===== src/hw/pio_pkg.sv =====
package pio_pkg;

  localparam int num_machines = 4;
  localparam int imem_depth   = 32;
  localparam int fifo_depth   = 4;
  localparam int fifo_ptr_w   = $clog2(fifo_depth);

  typedef logic [31:0] word_t;
  typedef logic [15:0] instr_t;
  typedef logic [4:0]  addr_t;   // Also pin base and pin index
  typedef logic [1:0]  mindex_t;
  typedef logic [2:0]  count_t;  // 0 means 8 pins
  typedef logic [4:0]  shift_t;  // 0 means 32 bits

  // Instruction bits 15:13
  typedef enum logic [2:0] {
    op_jmp      = 3'd0,
    op_in       = 3'd2,
    op_out      = 3'd3,
    op_pushpull = 3'd4,
    op_set      = 3'd7
  } opcode_e;

  // JMP condition in bits 7:5
  typedef enum logic [2:0] {
    cond_always = 3'd0,
    cond_not_x  = 3'd1,
    cond_x_dec  = 3'd2,
    cond_not_y  = 3'd3,
    cond_y_dec  = 3'd4,
    cond_x_ne_y = 3'd5,
    cond_pin    = 3'd6
  } jmp_cond_e;

  // IN source or OUT and SET destination in bits 7:5
  typedef enum logic [2:0] {
    sd_pins    = 3'd0,
    sd_x       = 3'd1,
    sd_y       = 3'd2,
    sd_null    = 3'd3,
    sd_pindirs = 3'd4
  } src_dst_e;

  typedef enum logic [3:0] {
    act_none    = 4'd0,
    act_instr   = 4'd1,
    act_wrap    = 4'd2,
    act_pull    = 4'd3,
    act_push    = 4'd4,
    act_pins    = 4'd5,
    act_enable  = 4'd6,
    act_imm     = 4'd9,
    act_jmp_pin = 4'd10
  } action_e;

endpackage


===== src/hw/pio_pin_merge.sv =====
`timescale 1ns/1ns
module pio_pin_merge (
  input  pio_pkg::word_t pin_val      [pio_pkg::num_machines],
  input  pio_pkg::word_t pin_dir      [pio_pkg::num_machines],
  input  pio_pkg::word_t pin_val_mask [pio_pkg::num_machines],
  input  pio_pkg::word_t pin_dir_mask [pio_pkg::num_machines],
  output pio_pkg::word_t gpio_out,
  output pio_pkg::word_t gpio_dir
);
  import pio_pkg::*;

  word_t out_acc;
  word_t dir_acc;

  // Later machines overwrite earlier ones, so the highest index wins
  always_comb begin
    out_acc = '0;
    dir_acc = '0;
    for (int m = 0; m < num_machines; m++) begin
      out_acc = (out_acc & ~pin_val_mask[m]) | (pin_val[m] & pin_val_mask[m]);
      dir_acc = (dir_acc & ~pin_dir_mask[m]) | (pin_dir[m] & pin_dir_mask[m]);
    end
  end

  assign gpio_out = out_acc;
  assign gpio_dir = dir_acc;

endmodule


===== config.mk =====
export PLATFORM = sky130hd
export DESIGN_NAME = pio_pin_merge
export DESIGN_NICKNAME = d
export VERILOG_FILES = /design/src/hw/pio_pkg.sv /design/src/hw/pio_pin_merge.sv
export SDC_FILE = /design/constraint.sdc
export NUM_CORES = 1
export LEC_CHECK = 0
export BUFFER_PORTS_ARGS = -buffer_cell sky130_fd_sc_hd__buf_2
export CORE_AREA = 2 2 226 228
export DETAILED_ROUTE_END_ITERATION = 7
export DIE_AREA = 0 0 228 230
export GPL_ROUTABILITY_DRIVEN = 0
export RECOVER_POWER = 25
export SYNTH_ARGS = -nofsm -noshare
export SYNTH_HDL_FRONTEND = slang
export SYNTH_SLANG_ARGS = --single-unit
export TNS_END_PERCENT = 100

===== constraint.sdc =====
create_clock -name vclk -period 0.99
set_input_delay 0.297 -clock vclk [all_inputs]
set_output_delay 0.297 -clock vclk [all_outputs]
set_load 0.1 [all_outputs]

* Yosys cells after proc, flatten, opt, wreduce, memory -nomap -nowiden
Index checks and enable logic that the tools add are counted.
** Word-level totals
- Register bits :: 0
- Output and inout port bits :: 64
- Word-level logic and storage cells :: 26
** Cells by class
- Bitwise logic cells :: 26
** Operator list (number)
- AND 32 bit :: 14
- inverter 32 bit :: 6
- OR 32 bit :: 6

* Longest topological paths before layout
- Depth in word-level cells :: 7
- Gate-level depth with buffers :: 2

* Least setup slack after synthesis
No wires, ideal clock.
- Kind :: input-to-output
- From :: input port pin_dir_mask[0] in the netlist's numbering
- To :: output port gpio_dir[0]
- Data arrival time :: 2.658 ns
- Data required time :: 0.693 ns
- Path slack :: -1.965 ns
- Stages on the path :: 2
- Path through :: nor2b_4 > a211oi_1
** Between the ends
- Word-level cells in the longest chain between the ends :: 3
** RTL lines
- start: declaration :: RTL line pio_pin_merge.sv:6 : input pio_pkg::word_t pin_dir_mask [pio_pkg::num_machines],
- inverter 32 bit :: RTL line pio_pin_merge.sv:21 : dir_acc = (dir_acc & ~pin_dir_mask[m]) | (pin_dir[m] & pin_dir_mask[m]);
- AND 32 bit :: RTL line pio_pin_merge.sv:21
- OR 32 bit * :: RTL line pio_pin_merge.sv:21
- end: declaration :: RTL line pio_pin_merge.sv:8 : output pio_pkg::word_t gpio_dir
Every way passes the cells marked *; elsewhere a longest branch is shown, timed or not.

* Worst setup path in the final report
- From :: input port pin_val_mask[95] in the netlist's numbering
- To :: output port gpio_out[31]
** Between the ends
- Word-level cells in the longest chain between the ends :: 7
** RTL lines
- start: declaration :: RTL line pio_pin_merge.sv:5 : input pio_pkg::word_t pin_val_mask [pio_pkg::num_machines],
- inverter 32 bit :: RTL line pio_pin_merge.sv:20 : out_acc = (out_acc & ~pin_val_mask[m]) | (pin_val[m] & pin_val_mask[m]);
- AND 32 bit :: RTL line pio_pin_merge.sv:20
- OR 32 bit * :: RTL line pio_pin_merge.sv:20
- AND 32 bit * :: RTL line pio_pin_merge.sv:20
- OR 32 bit * :: RTL line pio_pin_merge.sv:20
- AND 32 bit * :: RTL line pio_pin_merge.sv:20
- OR 32 bit * :: RTL line pio_pin_merge.sv:20
- end: declaration :: RTL line pio_pin_merge.sv:7 : output pio_pkg::word_t gpio_out,
Marked as above.

==> flow_summary.json <==
{
  "outcome": "complete, but fails checks",
  "violations": "setup timing",
  "worst_ep_required_time_ps": 690,
  "slowest_delay_ps": 340,
  "synth_most_common_cell": "a211oi_1",
  "die_x_um": 228,
  "crit_slowest_cell": "a211oi_4",
  "grt_max_degree": 4,
  "grtUsageTotal_pct": 7.74,
  "syn_avg_cell_area_um2": 11.3,
  "die_y_um": 230,
  "min_path_type": "input pin to output pin",
  "synth_fp_nets": 832,
  "seq_area_um2": 0,
  "areaGrowthSynthToFinish_pct": 195,
  "first_global_vias": 6176,
  "p_per_area_nw_per_um2": 619,
  "rsz0062_at_grt": "yes",
  "synth_top_area_share_pct": 35.6,
  "ys.warnings.count": 0,
  "setup.worst_path.class": "input pin to output pin",
  "grt_antenna_before_repair": 3,
  "drc": 0,
  "slew_violations": 0,
  "drt-vias-per-instance": 3.37,
  "p_clk_share_pct": 0,
  "die_area_um2": 52400,
  "cp_cell_sequence": "buf_6 -> nand3b_4 -> a211oi_4 -> buf_12",
  "crit_path_end_kind": "output pin",
  "swShare_pct": 54.0,
  "via_count": 5292,
  "place_hpwl_um": 19800,
  "netlist_area_um2": 3600,
  "first_pass_iters": 4,
  "leakage_nw": 4.97,
  "routed_wl_um": 22100,
  "finalCritPeriodShare_pct": 142,
  "synth_cells": 320,
  "layout-drive-gt1-share_pct": 98.7,
  "totalPowerFinal_mw": 6.57,
  "dr.first_iter.drc_count": 52,
  "seqPwrFrac_pct": 0,
  "ant_nets": 0,
  "wl_per_cell_um": 14.1,
  "hold_viol_final": 0,
  "combinationalPowerShare_pct": 100.0,
  "nFlopsAndLatches": 0,
  "overflow": 0,
  "placement_rows": 82,
  "fin_nets": 1410,
  "crit_path_start_kind": "input pin",
  "cp_max_fo": 2,
  "initial_core_util_pct": 7.23,
  "cts.hold.buffers_added": 0,
  "p_int_mw": 3.03,
  "grt_pass1_wl_um": 32700,
  "ys_seq_area_share_pct": 0,
  "synthTopCellsByCount": "a211oi_1, nand3b_4, nor2b_4, nor3b_1",
  "ys_types": 4,
  "ir_drop_mv": 0.385,
  "io_pins": 576,
  "fmax_ghz": 0.712,
  "setup_tns_ps": -20030,
  "synth_area_leader_cell": "nand3b_4",
  "nClkBuffers": 0,
  "switchingPower_mw": 3.55,
  "tightestPinTransition_ps": 387,
  "synthTopCellsByArea": "nand3b_4, a211oi_1, nor2b_4",
  "maxSlewHeadroom_pct": 74.1,
  "cp.arrival_ps": 1110,
  "final.min_clock_period_ps": 1410,
  "final.setup.worst_slack_ps": -415,
  "portBuffers": 576,
  "core_area_um2": 49900,
  "drv_cap": 0,
  "setup-violations-final": 64
}
-- what timing repair did --
| action | in CTS | in global routing |
|---|---|---|
| resized for setup | 212 | 99 |
| setup buffers | 0 | 0 |
| pin swaps | 2 | 23 |
| endpoints found under the setup margin | 64 | 64 |
-- critical path, delay by kind of cell --
kind | cells | cell delay (ps)
compound gates | 1 | 340
simple gates | 1 | 150
buf+inv | 2 | 320
-- power groups by stage --
stage	Clock (mW)	Combinational, mW	Sequential [mW]
3_5_place_dp	0	5.97	0
4_1_cts	0	6.40	0
2_1_floorplan	0	3.25	0
5_1_grt	0.000000135	6.82	0
6_report	0.000000135	6.57	0
3_3_place_gp	0	5.89	0
-- layout make-up --
cell class,instances,area [um^2]
tap,672,841
antenna,1,2.50
multi-input combinational,320,5150
timing repair buffer,576,4630
fill,5341,39200
-- worst paths after layout --
check              from            to  slack [ps]  cells past startpoint
max    pin_val_mask[95]  gpio_out[31]        -420                      4
min        pin_dir[113]  gpio_dir[17]        1000                      4
-- stage by stage --
step	utilization [%]	hold slack [ps]	instance area (um^2)	instances	setup WS, ps
2_1_floorplan	-	839	4400	320	-1010
3_3_place_gp	18.2	996	9080	1568	-553
3_5_place_dp	18.2	1000	9080	1568	-501
4_1_cts	20.3	1000	10100	1568	-407
5_1_grt	21.3	1010	10600	1569	-413
6_report	21.3	999	10600	1569	-415
-- cells by family after synthesis --
family          after synthesis  share of synthesized area (%)
compound gates              128                           26.7
simple gates                192                           73.3
-- routing by layer --
layer | wire (um) | global-route usage, % | up-vias
met3 | 1820 | 1.79 | 32
met4 | 774 | 2.21 | 2
li1 | - | - | 2434
met2 | 12600 | 16.2 | 328
met5 | 13 | 0 | -
met1 | 6940 | 7.36 | 2496
-- cells in the final DEF (no fill, tap or decap) --
master,n
a211oi_2,60
a211oi_4,68
buf_12,64
buf_2,390
buf_4,7
buf_6,101
buf_8,13
clkbuf_4,1
diode_2,1
nand3b_4,64
nor2b_4,64
nor3b_1,12
nor3b_2,30
nor3b_4,22
Power figures use the tool's default switching activity.
