[src/hw/pio_pkg.sv]
package pio_pkg;

  localparam int num_machines = 4;
  localparam int imem_depth   = 32;
  localparam int fifo_depth   = 4;
  localparam int fifo_ptr_w   = $clog2(fifo_depth);

  typedef logic [31:0] word_t;
  typedef logic [15:0] instr_t;
  typedef logic [4:0]  addr_t;   // Also pin base and pin index
  typedef logic [1:0]  mindex_t;
  typedef logic [2:0]  count_t;  // 0 means 8 pins
  typedef logic [4:0]  shift_t;  // 0 means 32 bits

  // Instruction bits 15:13
  typedef enum logic [2:0] {
    op_jmp      = 3'd0,
    op_in       = 3'd2,
    op_out      = 3'd3,
    op_pushpull = 3'd4,
    op_set      = 3'd7
  } opcode_e;

  // JMP condition in bits 7:5
  typedef enum logic [2:0] {
    cond_always = 3'd0,
    cond_not_x  = 3'd1,
    cond_x_dec  = 3'd2,
    cond_not_y  = 3'd3,
    cond_y_dec  = 3'd4,
    cond_x_ne_y = 3'd5,
    cond_pin    = 3'd6
  } jmp_cond_e;

  // IN source or OUT and SET destination in bits 7:5
  typedef enum logic [2:0] {
    sd_pins    = 3'd0,
    sd_x       = 3'd1,
    sd_y       = 3'd2,
    sd_null    = 3'd3,
    sd_pindirs = 3'd4
  } src_dst_e;

  typedef enum logic [3:0] {
    act_none    = 4'd0,
    act_instr   = 4'd1,
    act_wrap    = 4'd2,
    act_pull    = 4'd3,
    act_push    = 4'd4,
    act_pins    = 4'd5,
    act_enable  = 4'd6,
    act_imm     = 4'd9,
    act_jmp_pin = 4'd10
  } action_e;

endpackage

[src/hw/pio_fifo.sv]
`timescale 1ns/1ns
module pio_fifo (
  input  logic          clk,
  input  logic          reset,
  input  logic          push,
  input  logic          pop,
  input  pio_pkg::word_t din,
  output pio_pkg::word_t dout,
  output logic          empty,
  output logic          full
);
  import pio_pkg::*;

  word_t                 mem [fifo_depth];
  logic [fifo_ptr_w-1:0] rd_ptr;
  logic [fifo_ptr_w-1:0] wr_ptr;
  logic [fifo_ptr_w:0]   count;
  logic                  do_push;
  logic                  do_pop;

  assign empty   = (count == '0);
  assign full    = (count == fifo_depth[fifo_ptr_w:0]);
  assign do_push = push & ~full;
  assign do_pop  = pop & ~empty;
  assign dout    = mem[rd_ptr]; // Head always visible

  always_ff @(posedge clk) begin
    if (do_push) begin
      mem[wr_ptr] <= din;
    end
  end

  always_ff @(posedge clk) begin
    if (reset) begin
      rd_ptr <= '0;
      wr_ptr <= '0;
      count  <= '0;
    end else begin
      if (do_push) begin
        wr_ptr <= wr_ptr + 1'b1; // Depth is a power of two
      end
      if (do_pop) begin
        rd_ptr <= rd_ptr + 1'b1;
      end
      if (do_push && !do_pop) begin
        count <= count + 1'b1;
      end else if (do_pop && !do_push) begin
        count <= count - 1'b1;
      end
    end
  end

endmodule

[config.mk]
export PLATFORM = sky130hd
export DESIGN_NAME = pio_fifo
export DESIGN_NICKNAME = d
export VERILOG_FILES = /design/src/hw/pio_pkg.sv /design/src/hw/pio_fifo.sv
export SDC_FILE = /design/constraint.sdc
export NUM_CORES = 1
export LEC_CHECK = 0
export BUFFER_PORTS_ARGS = -buffer_cell sky130_fd_sc_hd__buf_4
export CAP_MARGIN = 20
export CORE_MARGIN = 4
export CORE_UTILIZATION = 25
export CTS_BUF_LIST = sky130_fd_sc_hd__clkbuf_16
export DETAILED_ROUTE_END_ITERATION = 7
export RECOVER_POWER = 100
export SYNTH_ARGS = -nofsm -noshare
export SYNTH_HDL_FRONTEND = slang
export SYNTH_SLANG_ARGS = --single-unit
[constraint.sdc]
create_clock -name clk -period 5.05 [get_ports clk]
set_clock_uncertainty 0.2 [all_clocks]
set_input_delay 1.01 -clock clk [delete_from_list [all_inputs] [get_ports clk]]
set_output_delay 1.01 -clock clk [all_outputs]
set_load 0.05 [all_outputs]
# After elaboration in Yosys (flattened, before gate mapping)
# Memories as Yosys holds them, arrays and structs flattened. A register that Yosys moved wholly into a read port is not among the register bits.
# Index checks and enable logic that the tools add are counted.
# Widths: inputs -> output; s select.
dict set report totals {
  reg_bits 7
  elab_cells 25
  mem_bits_rw 128
  romBits 0
  mem_count 1
  latch_bits 0
}
# name depth width read_ports rd_clocked_by_memory_dff write_ports line_no
set mem_list {}
lappend mem_list {mem 4 32 1 1 1 pio_fifo.sv:14} ;# word_t mem [fifo_depth];
dict set report op_classes {
  eq_ne 1
  bitwise_logic 4
  shifts 0
  n_reduce_logical 6
  div_mod_pow 0
  muxes 6
  magnitude_cmp 0
  mul 0
  add_sub_neg 4
}
# op count
set op_table {}
lappend op_table {{$mux 3} 2}
lappend op_table {{$add 2x1->2 const B} 2}
lappend op_table {{$mux 2} 2}
lappend op_table {{$add 3x1->3 const B} 1}
lappend op_table {{$eq 3x3->1 const B} 1}
lappend op_table {{$logic_not 3->1} 1}
lappend op_table {{$sub 3x1->3 const B} 1}
lappend op_table {{$and 1x1->1} 2}
lappend op_table {{$logic_and 1x1->1} 2}
lappend op_table {{$logic_not 1->1} 2}
lappend op_table {{$mux 1} 2}
lappend op_table {{$not 1->1} 2}
lappend op_table {{$reduce_bool 2->1} 1}

# Logic depth before layout (Yosys ltp)
# Gate-level depths: netlist of run 1.
dict set report logic_depth {
  ltp_word 7
  depth_mapped 8
  ltp_nobuf 8
}

# Worst setup path before layout of run 1
# No wires, ideal clock.
dict set report synth_timing {
  kind {input-to-reg}
  startpoint {input push}
  endpoint {register count[2]}
  arrival_time_ns 2.477
  path_buffers 0
  path_stages 8
  slack_ns 2.302
  path_cell_list {inv_1 > nor2_1 > ha_1 > inv_1 > fa_1 > xor2_1 > or3_1 > a21oi_1}
}
dict set report synth_between {
  elab_chain_cells 4
  word_cells_on_any_way 6
  cone_classes {mux (1); bitwise (1); reduce/logical (4)}
}
# item line_no
set synth_lines {}
lappend synth_lines {{from (decl)} pio_fifo.sv:5} ;# input logic push,
lappend synth_lines {{$and 1x1->1 (*)} pio_fifo.sv:23} ;# assign do_push = push & ~full;
lappend synth_lines {{named net do_push} pio_fifo.sv:18} ;# logic do_push;
lappend synth_lines {{$logic_not 1->1} pio_fifo.sv:47} ;# end else if (do_pop && !do_push) begin
lappend synth_lines {{$logic_and 1x1->1} pio_fifo.sv:47}
lappend synth_lines {{$reduce_bool 2->1 (no source line)} -}
lappend synth_lines {{to (signal assigned)} pio_fifo.sv:46} ;# count <= count + 1'b1;
lappend synth_lines {{to (signal assigned)} pio_fifo.sv:48} ;# count <= count - 1'b1;
lappend synth_lines {{to (decl)} pio_fifo.sv:17} ;# logic [fifo_ptr_w:0] count;
# Mark *: on every way through the listed nets, which the timed path passes. The rest lies on a longest branch.
# A chain may end at the register's enable or synchronous reset.

==> qor.log, run 1 <==
[outcome] outcome finished, violations left
[outcome] failing checks capacitance limit, slew limit
[route] sum of routed wire length over all layers 9626 um
[yosys] most repeated cell in the gate-level netlist after synthesis edfxtp_1
[yosys] post-synthesis cell type with the largest combined area edfxtp_1
[final_layout] ratio of cells with drive above 1 in the final layout 21.04%
[cts] clock network latency to the later pin of the worst-skew pair 400 ps
[route] Routed wire per std cell 16.63 um
[route] DRC violation total after the first TritonRoute iteration 120
[final_layout] synthesis-to-layout area growth 20.23%
[yosys] dominant cells by area after synthesis edfxtp_1 75%, mux4_2 13%, dfxtp_1 3.5%
[sta] final worst setup slack 935.9 ps
[sta] final total negative setup slack 0 ps
[yosys] proportion of netlist area held by the largest area contributor 74.89%
[grt] vias in the first global route 2,541
[cts] H-tree levels 4
[place] buffers added on ports 69
[cts] Setup Fix Bufs, Post-CTS 0
[place] total placed instance area 5913 um^2
[sta] final period utilization 81.47%
[floorplanning] Die Area 22,890 um^2
[grt] first-pass GRT wire length 14,600 um
[floorplanning] number of placement rows 52
[route] number of nets with antenna violations after routing 0
[place] global placement routability congestion 0.6027
[yosys] area of the mapped netlist 5132 um^2
[grt] GRT Util Overall 8.816%
[setup_path] crit path max fanout 24
[floorplanning] I/O pin count 70
[cts] CTS-repair resized insts 0
[yosys] cell count after synthesis 215
[setup_path] critical path launch point type register
[yosys] Mapped Nets 257
[floorplanning] die width 151.3 um
[cts] Hold-fix buffers, CTS 0
[sta] time the worst path needs with I/O delays and setup 4114 ps
[power_and_ir_drop] worst ir drop on vdd 0.3104 mV
[sta] highest clock frequency the design can meet 243.1 MHz
[sta] transition time of the tightest slew-check pin 2626 ps
[grt] maximum number of pins on one net before global-route repair 33
[cts] Clock Pin Slew Worst Setup and Hold Paths 60 ps
[sta] final hold violation count 0
[final_layout] final design utilization 30.50%
[power_and_ir_drop] total leakage power 1.895 nW
[floorplanning] y dimension of the die 151.3 um
[setup_path] Arr. time, crit path 2900 ps
[yosys] per-instance average area after synthesis 23.87 um^2
[power_and_ir_drop] PD cells 570.1 nW/um^2
[cts] number of clock sinks 137
[power_and_ir_drop] overall power 3.518 mW
[cts] root buffer selected by CTS clkbuf_16
[flow_run] Max Cap Viol 4
[setup_path] data required time at the worst endpoint 3840 ps
[sta] unrepaired setup endpoints after global routing no
[grt] initial antenna violation count 0
[route] length of the first detailed-routing pass in iterations 4
[yosys] top cells by instance count after synthesis 128 x edfxtp_1, 30 x mux4_2, 9 x dfxtp_1, 6 x nor2_1, 5 x ha_1
[route] vias 2,315
[floorplanning] Initial Utilization 25.36%
[sta] Final Slew Violations 132
[final_layout] fin area 6171 um^2
[yosys] FFs w/ async S/R, synth 0%
[place] post-DP HPWL 5928 um
[route] Via-to-Cell Ratio 3.998
[yosys] Synth Register Bits 137
[grt] total gr overflow 0
[cts] clock buffers created by TritonCTS 17
[floorplanning] Core Area 20,230 um^2
[setup_path] Worst Path Class, Setup register to output pin
[yosys] Netlist cell types 23
[min_path] kind of path behind the tightest hold check register to register
[final_layout] number of diodes 0
[cts] buffer levels on the longest clock path 2
[sta] final setup fails 0
[place] setup slack after placement 1754 ps
[yosys] sequential element share of the synthesized area 78.40%
[setup_path] kind of end point of the critical path output pin
[yosys] count of flip-flops with a built-in enable after synthesis 128
[sta] Rel. slew slack -75.19%
[final_layout] post-layout net count 338
[yosys] Synthesis Warnings 0
[yosys] Post-synth top flop edfxtp_1
[route] total DRC errors in the routed layout 0
[cts] TritonCTS clock tree yes
==> critical path, cell delays in order (launching register included) <==
cell and delay (ps):
dfxtp_2 910, clkbuf_1 660, mux4_2 590, clkbuf_1 310
==> routing by layer <==
metal	track usage, %	vias to the layer above	routed length, um
met5	0	-	0
met4	2.176	0	70
met3	4.279	7	549
met2	14.31	57	4766
met1	10.55	1199	4240
li1	-	1052	-
==> placed cells by master (no fill, tap or decap), drive strengths merged <==
master,n
fa,1
nor3,1
buf,4
clkinvlp,4
clkinv,10
mux4,32
nor2,6
ha,5
clkbuf,83
and2,4
o31ai,1
o21ai,2
inv,5
edfxtp,128
dfxtp,9
mux2i,2
nor3b,1
a21oi,2
o311ai,1
xor2,4
nand2b,2
or3,2
==> cells by family after synthesis <==
kind of cell               Yosys count  share of synthesized area, %
adders and majority gates            6                         1.609
buffers and inverters               12                         2.048
muxes                               34                         14.58
DFF                                137                         78.40
AOI/OAI and AO/OA                    6                        0.8045
xor gates and xnor gates             4                        0.6825
and+or+nand+nor                     16                         1.877
==> worst paths after layout <==
check | start | end | slack, ps | cells after the start
min reg2reg | wr_ptr[0] | wr_ptr[0] | 330 | 2
max | register | dout[3] | 940 | 3
min | wr_ptr[0] | wr_ptr[0] | 330 | 2
max reg2reg | count[0] | mem[1][12] | 1520 | 3
==> where the power goes <==
group,switching [mW],internal [mW]
clock network,0.443,0.615
registers,0.112,1.38
logic,0.680,0.290
total,1.24,2.28
==> registers in the layout, indices dropped and copies added (netlist names), named ones only <==
name and flops:
rd_ptr 2, count 3, wr_ptr 2, mem 128
==> per-stage QoR <==
| stage | hold slack (ps) | cells |
|---|---|---|
| floorplan | 281.8 | 215 |
| global placement | 288.7 | 547 |
| detailed placement | 324.6 | 547 |
| CTS | 335.1 | 579 |
| global route | 392.3 | 579 |
| finish | 331.0 | 579 |
==> area by class of cell <==
type,instances,area (um^2)
fillers,2020,14060
flip-flops and latches,137,4026
multi-input cells,66,998.5
clock buffers,17,425.4
well taps,270,337.8
repair buffers,70,281.5
clock inverters,15,86.33
inverters,4,15.01
Power figures use the tool's default switching activity.
==> run 2: changes to the inputs <==
==> constraint.sdc (replaced) <==
create_clock -name clk -period 3.49 [get_ports clk]
set_clock_uncertainty 0.2 [all_clocks]
set_input_delay 0.698 -clock clk [delete_from_list [all_inputs] [get_ports clk]]
set_output_delay 0.698 -clock clk [all_outputs]
set_load 0.05 [all_outputs]
==> qor.log, run 2 (same netlist as run 1, synthesis figures left out) <==
[place] post-DP HPWL 6080 um
[setup_path] data required time at the worst endpoint 2590 ps
[sta] final setup fails 0
[setup_path] kind of end point of the critical path output pin
[grt] vias in the first global route 2,633
[final_layout] post-layout net count 344
[cts] Setup Fix Bufs, Post-CTS 0
[route] met3 routed wirelength 619 um
[final_layout] largest registers ranked by flip-flop count mem (128), count (3)
[floorplanning] Initial Utilization 25.36%
[setup_path] Worst R2R Setup Slack 600 ps
[route] Via-to-Cell Ratio 4.168
[cts] Hold-fix buffers, CTS 0
[grt] GRT Util Overall 9.069%
[sta] Rel. slew slack 4.495%
[route] vias 2,438
[place] buffers added on ports 69
[sta] highest clock frequency the design can meet 331.9 MHz
[place] global placement routability congestion 0.6654
[setup_path] crit path max fanout 13
[sta] transition time of the tightest slew-check pin 1432 ps
[grt] total gr overflow 0
[cts] clock buffers created by TritonCTS 17
[setup_path] critical path launch point type register
[route] number of nets with antenna violations after routing 0
[cts] buffer levels on the longest clock path 2
[floorplanning] die width 151.3 um
[route] total DRC errors in the routed layout 0
[sta] worst slack on hold paths 314.0 ps
[route] sum of routed wire length over all layers 9836 um
[final_layout] max FFs per register 128
[setup_path] number of cell instances on the worst register-to-register path 4
[cts] H-tree levels 4
[grt] initial antenna violation count 0
[cts] TritonCTS clock tree yes
[final_layout] number of diodes 0
[power_and_ir_drop] total leakage power 2.025 nW
[cts] clock network latency to the later pin of the worst-skew pair 420 ps
[route] length of routed met2 wiring 4820 um
[min_path] hold-critical path endpoint wr_ptr[0]
[min_path] instance count along the most critical hold path 2
[sta] final period utilization 86.34%
[cts] root buffer selected by CTS clkbuf_16
[route] length of the first detailed-routing pass in iterations 4
[sta] time the worst path needs with I/O delays and setup 3013 ps
[sta] final total negative setup slack 0 ps
[outcome] outcome complete, no violations
[setup_path] Arr. time, crit path 2120 ps
[power_and_ir_drop] PD cells 845.8 nW/um^2
[floorplanning] I/O pin count 70
[sta] Final Slew Violations 0
[cts] number of clock sinks 137
[grt] first-pass GRT wire length 15,010 um
[route] highest metal layer with signal wires met4
[floorplanning] number of placement rows 52
[cts] Clock Pin Slew Worst Setup and Hold Paths 60 ps
[final_layout] leading cell type in the layout, fill and taps excluded edfxtp_1
[final_layout] commonest non-fill, non-tap cells in the layout 128 x edfxtp_1, 50 x clkbuf_1, 30 x mux4_2
[sta] unrepaired setup endpoints after global routing no
[route] Routed wire per std cell 16.81 um
[final_layout] ratio of cells with drive above 1 in the final layout 27.30%
[setup_path] reg-to-reg critical path startpoint count[0]
[min_path] hold_sp reset
[floorplanning] Core Area 20,230 um^2
[min_path] kind of path behind the tightest hold check primary input to register
[setup_path] Worst Path Class, Setup register to output pin
[route] DRC violation total after the first TritonRoute iteration 92
[floorplanning] Die Area 22,890 um^2
[route] met1 WL 4331 um
[flow_run] Max Cap Viol 0
[setup_path] capturing point of the worst reg2reg path mem[3][17]
[final_layout] Filler cells 1,986
[sta] final hold violation count 0
[final_layout] synthesis-to-layout area growth 23.96%
[final_layout] final design utilization 31.44%
[floorplanning] y dimension of the die 151.3 um
[final_layout] largest register by flop count mem
[power_and_ir_drop] worst ir drop on vdd 0.3596 mV
[grt] maximum number of pins on one net before global-route repair 33
[cts] CTS-repair resized insts 0
-- run 2: cell types whose count changed in the layout (fill, tap and decap cells not counted), sizes merged --
cell	change
inv	+1
clkinv	-2
clkbuf	-3
bufinv	+3
clkinvlp	-2
buf	+9
-- run 2: stage by stage --
stage / cell area, um^2 / setup slack, ps / total power [mW] / instances
floorplan: 5132 / 1054 / 3.380 / 215
global placement: 6021 / 873.3 / 3.837 / 553
detailed placement: 6021 / 774.9 / 3.855 / 553
CTS: 6603 / 655.5 / 5.637 / 585
global route: 6362 / 324.8 / 5.623 / 585
finish: 6362 / 476.8 / 5.382 / 585
-- run 2: routing by layer --
layer  vias up  GRT usage, %
met5         -             0
met4         0         3.400
met3         6         3.890
met2        64         14.34
met1      1300         11.03
li1       1068             -
-- run 2: worst max path at each step --
| stage | from | endpoint | depth (start not counted) |
|---|---|---|---|
| 5_1_grt | register | dout[3] | 3 |
| 2_1_floorplan | push | count[2] | 8 |
| 3_5_place_dp | push | count[2] | 9 |
| 3_3_place_gp | push | count[2] | 9 |
| 4_1_cts | register | dout[25] | 3 |
| 6_report | register | dout[3] | 3 |
-- run 2: final cells by class --
type | count | area (um^2) | share of cell area (%)
Clock buffer | 17 | 425.4 | 6.686
Clock inverter | 15 | 156.4 | 2.458
Inverter | 4 | 15.01 | 0.2360
Multi-Input combinational cell | 66 | 988.4 | 15.54
Sequential cell | 137 | 4026 | 63.28
Tap cell | 270 | 337.8 | 5.310
Timing Repair Buffer | 76 | 412.9 | 6.490
-- run 2: where the power goes --
group | leakage [nW] | switching, mW | internal (mW)
clock network | 0.281 | 0.643 | 1.11
logic | 0.496 | 1.08 | 0.487
registers | 1.25 | 0.0805 | 1.99
total | 2.03 | 1.80 | 3.58
-- run 2: worst max-delay path, cell delays in order (launching register included) --
cell and delay [ps]:
dfxtp_2 380, clkbuf_2 460, mux4_2 590, clkbuf_2 250
